[config.mk]
export PLATFORM = sky130hd
export DESIGN_NAME = frog_top
export DESIGN_NICKNAME = d
export VERILOG_FILES = /design/src/design/frog_pkg.sv /design/src/design/frog_mover.sv /design/src/design/lane_hazard.sv /design/src/design/game_judge.sv /design/src/design/frog_top.sv
export VERILOG_INCLUDE_DIRS = /design/src /design/src/design
export SDC_FILE = /design/constraint.sdc
export NUM_CORES = 1
export LEC_CHECK = 0
export ABC_AREA = 1
export BUFFER_PORTS_ARGS = -buffer_cell sky130_fd_sc_hd__buf_2
export CORE_ASPECT_RATIO = 2
export CORE_MARGIN = 10
export CORE_UTILIZATION = 50
export DETAILED_ROUTE_END_ITERATION = 12
export GPL_TIMING_DRIVEN = 1
export PLACE_DENSITY = 0.78
export SLEW_MARGIN = 20
export SYNTH_ARGS = -nofsm -noshare
export SYNTH_HDL_FRONTEND = slang
export SYNTH_SLANG_ARGS = --single-unit
export TNS_END_PERCENT = 100
[constraint.sdc]
create_clock -name osc_25_1M -period 13.4 [get_ports osc_25_1M]
set_clock_uncertainty 0.15 [all_clocks]
set_input_delay 2.68 -clock osc_25_1M [delete_from_list [all_inputs] [get_ports osc_25_1M]]
set_output_delay 2.68 -clock osc_25_1M [all_outputs]
set_load 0.1 [all_outputs]
[src/design/frog_macros.svh]
`ifndef FROG_MACROS_SVH
`define FROG_MACROS_SVH

// pixel coordinate width, enough for a 640 x 480 field
`define FROG_COORD_W 10

// one grid cell, also the frog's size
`define FROG_BLOCK 32

// obstacle positions wrap at the screen width
`define FROG_SCREEN_W 640

// six river lanes and six road lanes
`define FROG_LANES 12
`define FROG_MAX_OBJ 3

// home square, bottom row in the middle
`define FROG_START_X 320
`define FROG_START_Y 448

// playable columns
`define FROG_FIELD_LEFT 96
`define FROG_FIELD_RIGHT 576

// water band, rows 1 to 6
`define FROG_RIVER_TOP 32
`define FROG_RIVER_BOTTOM 224

`endif

[src/design/frog_pkg.sv]
`include "frog_macros.svh"

package frog_pkg;

    typedef logic [`FROG_COORD_W-1:0] coord_t;

    typedef enum logic [1:0] {
        UP,
        DOWN,
        LEFT,
        RIGHT
    } dir_e;

    typedef enum logic [1:0] {
        MENU,
        PLAYING,
        DEAD,
        WIN
    } state_e;

    typedef enum logic {
        RIVER,
        ROAD
    } lane_kind_e;

    typedef struct packed {
        coord_t x;
        coord_t y;
    } pos_t;

    // request side of the move handshake
    typedef struct packed {
        logic req;
        dir_e dir;
    } move_req_t;

    typedef struct packed {
        state_e     state;
        logic [3:0] level;
    } game_status_t;

    // constants for one lane
    typedef struct packed {
        lane_kind_e kind;
        logic [3:0] row;
        logic [1:0] count;
        coord_t     len;
        logic [3:0] speed;
        logic       leftward;
        coord_t     offset;
    } lane_cfg_t;

    // lane table: kind, row, count, length, speed, leftward, offset
    function automatic lane_cfg_t lane_cfg(input int unsigned idx);
        lane_cfg_t cfg;
        case (idx)
            // logs
            0:  cfg = '{RIVER, 4'd1,  2'd3, 10'd64, 4'd1, 1'b0, 10'd0};
            1:  cfg = '{RIVER, 4'd2,  2'd2, 10'd96, 4'd2, 1'b1, 10'd40};
            2:  cfg = '{RIVER, 4'd3,  2'd3, 10'd64, 4'd1, 1'b1, 10'd100};
            3:  cfg = '{RIVER, 4'd4,  2'd2, 10'd96, 4'd3, 1'b0, 10'd200};
            4:  cfg = '{RIVER, 4'd5,  2'd2, 10'd80, 4'd2, 1'b1, 10'd60};
            5:  cfg = '{RIVER, 4'd6,  2'd3, 10'd64, 4'd1, 1'b0, 10'd300};
            // cars
            6:  cfg = '{ROAD,  4'd8,  2'd1, 10'd64, 4'd2, 1'b1, 10'd0};
            7:  cfg = '{ROAD,  4'd9,  2'd2, 10'd32, 4'd3, 1'b0, 10'd150};
            8:  cfg = '{ROAD,  4'd10, 2'd1, 10'd48, 4'd4, 1'b1, 10'd500};
            9:  cfg = '{ROAD,  4'd11, 2'd2, 10'd32, 4'd1, 1'b0, 10'd320};
            10: cfg = '{ROAD,  4'd12, 2'd2, 10'd64, 4'd2, 1'b1, 10'd80};
            11: cfg = '{ROAD,  4'd13, 2'd1, 10'd32, 4'd3, 1'b0, 10'd250};
            // no obstacles outside the table
            default: cfg = '0;
        endcase
        return cfg;
    endfunction

endpackage

[src/design/frog_mover.sv]
`include "frog_macros.svh"

module frog_mover (
    input  logic                osc_25_1M,
    input  logic                rst,
    input  frog_pkg::move_req_t move,
    input  logic                hold,
    input  logic                home,
    output logic                move_ack,
    output logic                move_taken,
    output frog_pkg::pos_t      frog_pos
);
    import frog_pkg::*;

    localparam coord_t BLOCK = coord_t'(`FROG_BLOCK);
    localparam coord_t START_Y = coord_t'(`FROG_START_Y);
    localparam pos_t START_POS = '{
        x: coord_t'(`FROG_START_X),
        y: START_Y
    };

    logic accept;
    pos_t step_pos;

    // fresh request while idle is the acceptance condition
    assign accept = move.req && !move_ack;

    // one grid step in the requested direction
    always_comb begin
        step_pos = frog_pos;
        case (move.dir)
            UP: begin
                step_pos.y = frog_pos.y - BLOCK;
            end
            DOWN: begin
                // bottom row is the floor
                if (frog_pos.y != START_Y) begin
                    step_pos.y = frog_pos.y + BLOCK;
                end
            end
            LEFT: begin
                step_pos.x = frog_pos.x - BLOCK;
            end
            RIGHT: begin
                step_pos.x = frog_pos.x + BLOCK;
            end
            default: begin
                step_pos = frog_pos;
            end
        endcase
    end

    // four-phase req/ack, ack follows req one edge later
    always_ff @(posedge osc_25_1M) begin
        if (rst) begin
            move_ack   <= 1'b0;
            move_taken <= 1'b0;
        end else begin
            move_taken <= accept;
            if (accept) begin
                move_ack <= 1'b1;
            end else if (!move.req) begin
                move_ack <= 1'b0;
            end
        end
    end

    // position register
    always_ff @(posedge osc_25_1M) begin
        if (rst) begin
            frog_pos <= START_POS;
        end else if (home) begin
            // sent back after a death or a win
            frog_pos <= START_POS;
        end else if (accept && !hold) begin
            frog_pos <= step_pos;
        end
    end

endmodule

[src/design/lane_hazard.sv]
`include "frog_macros.svh"

module lane_hazard #(
    parameter int LANE = 0
) (
    input  logic           osc_25_1M,
    input  logic           rst,
    input  logic           frame_tick,
    input  frog_pkg::pos_t frog_pos,
    output logic           hit
);
    import frog_pkg::*;

    localparam lane_cfg_t CFG = lane_cfg(LANE);
    localparam coord_t BLOCK = coord_t'(`FROG_BLOCK);
    localparam coord_t SCREEN_W = coord_t'(`FROG_SCREEN_W);
    localparam coord_t SPEED = coord_t'(CFG.speed);

    coord_t obj_x [`FROG_MAX_OBJ];
    logic [`FROG_MAX_OBJ-1:0] obj_hit;
    coord_t frog_row;
    logic row_match;

    // obstacles spread evenly over the screen width
    function automatic coord_t start_x(input int k);
        int pos;
        if (CFG.count == 2'd0) begin
            pos = int'(CFG.offset);
        end else begin
            pos = int'(CFG.offset) + (k * `FROG_SCREEN_W) / int'(CFG.count);
            pos = pos % `FROG_SCREEN_W;
        end
        return coord_t'(pos);
    endfunction

    // one frame of motion, wrapping at the screen edge
    function automatic coord_t advance(input coord_t x);
        coord_t nx;
        if (CFG.leftward) begin
            if (x < SPEED) begin
                nx = x + SCREEN_W - SPEED;
            end else begin
                nx = x - SPEED;
            end
        end else begin
            nx = x + SPEED;
            if (nx >= SCREEN_W) begin
                nx = nx - SCREEN_W;
            end
        end
        return nx;
    endfunction

    always_ff @(posedge osc_25_1M) begin
        if (rst) begin
            for (int k = 0; k < `FROG_MAX_OBJ; k++) begin
                obj_x[k] <= start_x(k);
            end
        end else if (frame_tick) begin
            for (int k = 0; k < `FROG_MAX_OBJ; k++) begin
                obj_x[k] <= advance(obj_x[k]);
            end
        end
    end

    // grid row of the frog
    assign frog_row = frog_pos.y / BLOCK;
    assign row_match = (frog_row == coord_t'(CFG.row));

    // box overlap per obstacle, plain compares with no wrap
    always_comb begin
        for (int k = 0; k < `FROG_MAX_OBJ; k++) begin
            obj_hit[k] = (k < int'(CFG.count))
                      && (frog_pos.x < obj_x[k] + CFG.len)
                      && (frog_pos.x + BLOCK > obj_x[k]);
        end
    end

    assign hit = row_match && (|obj_hit);

endmodule

[src/design/game_judge.sv]
`include "frog_macros.svh"

module game_judge (
    input  logic                   osc_25_1M,
    input  logic                   rst,
    input  logic [`FROG_LANES-1:0] hits,
    input  frog_pkg::pos_t         frog_pos,
    input  logic                   move_taken,
    output logic                   hold,
    output logic                   home,
    output frog_pkg::game_status_t status
);
    import frog_pkg::*;

    // lanes of one kind as a bit mask
    function automatic logic [`FROG_LANES-1:0] kind_mask(input lane_kind_e kind);
        logic [`FROG_LANES-1:0] mask;
        lane_cfg_t cfg;
        mask = '0;
        for (int i = 0; i < `FROG_LANES; i++) begin
            cfg = lane_cfg(i);
            mask[i] = (cfg.kind == kind);
        end
        return mask;
    endfunction

    localparam logic [`FROG_LANES-1:0] ROAD_MASK = kind_mask(ROAD);
    localparam logic [`FROG_LANES-1:0] RIVER_MASK = kind_mask(RIVER);
    localparam coord_t BLOCK = coord_t'(`FROG_BLOCK);

    state_e state_q;
    logic [3:0] level_q;
    logic end_pend;
    logic road_hit;
    logic river_hit;
    logic in_water;
    logic past_border;
    logic at_top;
    logic die;

    assign road_hit = |(hits & ROAD_MASK);
    assign river_hit = |(hits & RIVER_MASK);

    // in the water band and not on a log
    assign in_water = (frog_pos.y >= coord_t'(`FROG_RIVER_TOP))
                   && (frog_pos.y < coord_t'(`FROG_RIVER_BOTTOM))
                   && !river_hit;

    // fully off the left side, or onto the right border
    assign past_border = (frog_pos.x + BLOCK <= coord_t'(`FROG_FIELD_LEFT))
                      || (frog_pos.x >= coord_t'(`FROG_FIELD_RIGHT));

    assign die = road_hit || in_water || past_border;
    assign at_top = (frog_pos.y < BLOCK);

    always_ff @(posedge osc_25_1M) begin
        if (rst) begin
            state_q  <= MENU;
            level_q  <= '0;
            end_pend <= 1'b0;
            home     <= 1'b0;
        end else begin
            end_pend <= 1'b0;
            // frog goes home one edge after the round ends
            home <= end_pend;
            case (state_q)
                PLAYING: begin
                    // death wins over reaching the top
                    if (die) begin
                        state_q  <= DEAD;
                        end_pend <= 1'b1;
                    end else if (at_top) begin
                        state_q  <= WIN;
                        level_q  <= level_q + 4'd1;
                        end_pend <= 1'b1;
                    end
                end
                default: begin
                    // any move starts the next round
                    if (move_taken) begin
                        state_q <= PLAYING;
                    end
                end
            endcase
        end
    end

    // frog frozen outside a round
    assign hold = (state_q != PLAYING);

    assign status.state = state_q;
    assign status.level = level_q;

endmodule

[src/design/frog_top.sv]
`include "frog_macros.svh"

module frog_top (
    input  logic                   osc_25_1M,
    input  logic                   rst,
    input  logic                   frame_tick,
    input  frog_pkg::move_req_t    move,
    output logic                   move_ack,
    output frog_pkg::game_status_t status,
    output frog_pkg::pos_t         frog
);

    logic [`FROG_LANES-1:0] hits;
    logic move_taken;
    logic hold;
    logic home;

    // handshake and frog position
    frog_mover i_mover (
        .osc_25_1M  (osc_25_1M),
        .rst        (rst),
        .move       (move),
        .hold       (hold),
        .home       (home),
        .move_ack   (move_ack),
        .move_taken (move_taken),
        .frog_pos   (frog)
    );

    // one obstacle lane per row, config picked by index
    for (genvar i = 0; i < `FROG_LANES; i++) begin : g_lane
        lane_hazard #(
            .LANE (i)
        ) i_lane (
            .osc_25_1M  (osc_25_1M),
            .rst        (rst),
            .frame_tick (frame_tick),
            .frog_pos   (frog),
            .hit        (hits[i])
        );
    end

    // hit collection and game states
    game_judge i_judge (
        .osc_25_1M  (osc_25_1M),
        .rst        (rst),
        .hits       (hits),
        .frog_pos   (frog),
        .move_taken (move_taken),
        .hold       (hold),
        .home       (home),
        .status     (status)
    );

endmodule

==> results.toml <==
[setup_path]
critPathCaptureType = "output port"
cp-start-kind = "register"
crit_path_max_fanout = 17
required_ns = 10.57
reg2reg_setup_slack_ns = 9.00
crit_arrival_ns = 2.20
path_class = "register to output port"

[sta]
setup_viol_count_final = 0
hold_ws_ns = 0.274
timing.fmax_mhz = 199
final_hold_viol_count = 0
period_share_pct = 37.5
timing_worst_slew_pin_value_ns = 1.09
min_period_ns = 5.03
final.setup.tns_ns = 0
grt_setup_unrepaired = "no"
finalMaxSlewViolations = 0
maxSlewHeadroom_pct = 27.1

[synthesis]
syn-cell-area_mm2 = 0.0216
ys_async_sr_fraction_pct = 0
synth_warnings = 0
synth_seq_cells = 260
netlist_instances = 2686
mean_cell_area_of_the_mapped_netlist_um2 = 8.03
synth_edf_count = 240
synth_sequential_area_ratio_pct = 35.3
main_synth_ff_type = "sky130_fd_sc_hd__edfxtp_1"
post_synth_num_cell_types = 47

[cts]
cts_max_path_buffers = 3
postCtsSetupRepairBufs = 0
cts_buffers = 26
numClockSinks = 260
cts_htree_levels = 1
clk-insertion-delay-late_ns = 0.57
path_clk_slew_ns = 0.07
clock_tree.root_cell = "sky130_fd_sc_hd__clkbuf_16"
post_cts_hold_buffer_count = 0
cts_tree = "yes"
cts_resized = 0

[pwr]
cellLeakagePower_nw = 10.8
swShare_pct = 29.8
combinationalPowerShare_pct = 18.2
power.density_mw_per_mm2 = 91.2
ir_drop_worst_case_vdd_v = 0.0000734
sequential_share_of_power_pct = 46.3
p_clk_share_pct = 35.5
switching_power_w = 0.000630
p_int_w = 0.00148

[layout]
num-nets-final = 3063
layout.cells.non_filler = 3276
final_common_cell = "sky130_fd_sc_hd__nand2_1"
finish.instance_area_mm2 = 0.0232
antenna-diode-count = 0
areaGrowthSynthToFinish_pct = 7.42
layout.cells.most_common_list = "sky130_fd_sc_hd__nand2_1 (476), sky130_fd_sc_hd__inv_1 (422), sky130_fd_sc_hd__ha_1 (342)"
drive_above_1_share_pct = 4.47

[status]
outcome = "complete, no violations"

[global_routing]
sum_of_overflow_across_all_layers_after_global_routing = 0
pin_count_of_the_biggest_net_entering_global_routing = 167
track_usage_pct = 19.2
antenna_violations_before_repair = 0
number_of_global_route_vias_before_repair = 18700
grt_first_pass_wirelength_um = 85800

[floorplan]
rows = 107
floorplan.die_area_mm2 = 0.0524
boundaryPins = 33
floorplan.die.width_um = 167
die_height_um = 314
core_region_area_mm2 = 0.0427
floorplan.initialDensity_pct = 50.5

[min_path]
hold_path_class = "register to register"

[placed_design]
place.detailed.instances = 3232
hpwlAfterDp_um = 36300
buffer_ports.inserted = 22
gp_routability_congestion = 0.875
place_area_mm2 = 0.0223

[detailed_routing]
detail_route.vias_per_cell = 5.52
dr.pass1.iters = 6
vias = 18100
wirelength_um = 51800
antenna_left = 0
wl_per_cell_um = 15.8
drt_drc_violations_left = 0
drt_iter0_markers = 1100

[run]
max_cap_violations = 0
## routing by layer
| layer | part of all wire [%] | global-route usage (%) | up-vias |
|---|---|---|---|
| met5 | 0 | 0 | - |
| met4 | 6.6 | 12.8 | 0 |
| met3 | 4.0 | 2.40 | 210 |
| met2 | 53 | 37.4 | 439 |
| met1 | 36 | 18.2 | 8439 |
| li1 | - | - | 9005 |
## final cells by class
class	instances	area, µm²
clock buffers	34	764
clock inverters	10	81.3
fillers	3751	19500
inverters	431	1620
multi-input cells	1960	12200
flip-flops and latches	260	7610
well taps	545	682
repair buffers	36	228
## kinds of logic (layout without fill, tap and decap cells)
family	count (synthesis)	in the layout	synth area share, %
and+or+nand+nor	1101	1101	21.9
buffers and inverters	475	511	8.48
AOI/OAI and AO/OA	390	390	9.71
adders and majority gates	342	342	19.8
DFF	260	260	35.3
xor gates and xnor gates	117	117	4.78
other	1	10	0.0174
## critical path, cell delays in order, from the launching register on
cell and delay, ns:
sky130_fd_sc_hd__dfxtp_2 0.71, sky130_fd_sc_hd__buf_4 0.41, sky130_fd_sc_hd__buf_2 0.49
## through the flow
stage	setup slack, ns	power [W]	util, %
3_3_place_gp	8.19	0.00135	52.3
3_5_place_dp	8.13	0.00137	52.3
6_report	8.37	0.00211	54.3
4_1_cts	8.34	0.00212	54.3
2_1_floorplan	4.50	0.00128	-
5_1_grt	8.33	0.00222	54.3
## power by group through the flow
stage | clock (W) | combinational (W) | sequential [W]
4_1_cts | 0.000762 | 0.000384 | 0.000977
2_1_floorplan | 0 | 0.000286 | 0.000995
6_report | 0.000751 | 0.000384 | 0.000978
3_5_place_dp | 0 | 0.000380 | 0.000995
5_1_grt | 0.000790 | 0.000441 | 0.000985
3_3_place_gp | 0 | 0.000358 | 0.000992
## flip-flops by register name, summed over array words and instances, names as in the netlist
register and cells:
i_mover.move_ack 1, i_judge.state_q 2, g_lane.i_lane.obj_x 240, i_judge.home 1, i_mover.frog_pos 10, i_mover.move_taken 1
i_judge.end_pend 1, i_judge.level_q 4
## final timing paths
path                                          start  cells past startpoint                         endpoint
setup / recovery  i_mover.frog_pos[19]$_SDFFE_PP0P_                      2                         frog[19]
hold / removal          i_judge.end_pend$_SDFF_PP0_                      2          i_judge.home$_SDFF_PP0_
setup reg to reg  i_mover.frog_pos[16]$_SDFFE_PP1P_                     23  i_judge.level_q[2]$_SDFFE_PP0P_
hold reg to reg         i_judge.end_pend$_SDFF_PP0_                      2          i_judge.home$_SDFF_PP0_
## synth_stat cells, types with 2 or more instances
cell / instances / area, µm²
sky130_fd_sc_hd__nand3b_1: 6 / 45.0
sky130_fd_sc_hd__nand3_1: 178 / 891
sky130_fd_sc_hd__inv_2: 8 / 30.0
sky130_fd_sc_hd__xor2_1: 97 / 850
sky130_fd_sc_hd__nand4_1: 31 / 194
sky130_fd_sc_hd__ha_1: 342 / 4280
sky130_fd_sc_hd__a211oi_1: 5 / 37.5
sky130_fd_sc_hd__clkbuf_1: 30 / 113
sky130_fd_sc_hd__nor3_1: 64 / 320
sky130_fd_sc_hd__or2_2: 13 / 81.3
sky130_fd_sc_hd__a221oi_1: 3 / 26.3
sky130_fd_sc_hd__o21a_1: 9 / 67.6
sky130_fd_sc_hd__nand2_1: 477 / 1790
sky130_fd_sc_hd__buf_1: 2 / 7.51
sky130_fd_sc_hd__nor4_2: 2 / 25.0
sky130_fd_sc_hd__nor2_2: 5 / 31.3
sky130_fd_sc_hd__o21ai_0: 145 / 726
sky130_fd_sc_hd__xnor2_1: 19 / 166
sky130_fd_sc_hd__a21oi_1: 184 / 921
sky130_fd_sc_hd__edfxtp_1: 240 / 7210
sky130_fd_sc_hd__nor3_4: 2 / 32.5
sky130_fd_sc_hd__buf_4: 10 / 75.1
sky130_fd_sc_hd__o31ai_1: 4 / 30.0
sky130_fd_sc_hd__nor4_1: 2 / 12.5
sky130_fd_sc_hd__nor2_1: 301 / 1130
sky130_fd_sc_hd__nor3_2: 2 / 20.0
sky130_fd_sc_hd__o21bai_1: 8 / 60.1
sky130_fd_sc_hd__o21ai_1: 2 / 10.0
sky130_fd_sc_hd__nor3b_1: 10 / 75.1
sky130_fd_sc_hd__dfxtp_1: 20 / 400
sky130_fd_sc_hd__a31oi_1: 7 / 43.8
sky130_fd_sc_hd__inv_1: 422 / 1580
sky130_fd_sc_hd__nand3_2: 3 / 30.0
sky130_fd_sc_hd__o211ai_1: 19 / 143
sky130_fd_sc_hd__a21boi_0: 2 / 15.0
Note: power is estimated with default switching activity, not from simulation.
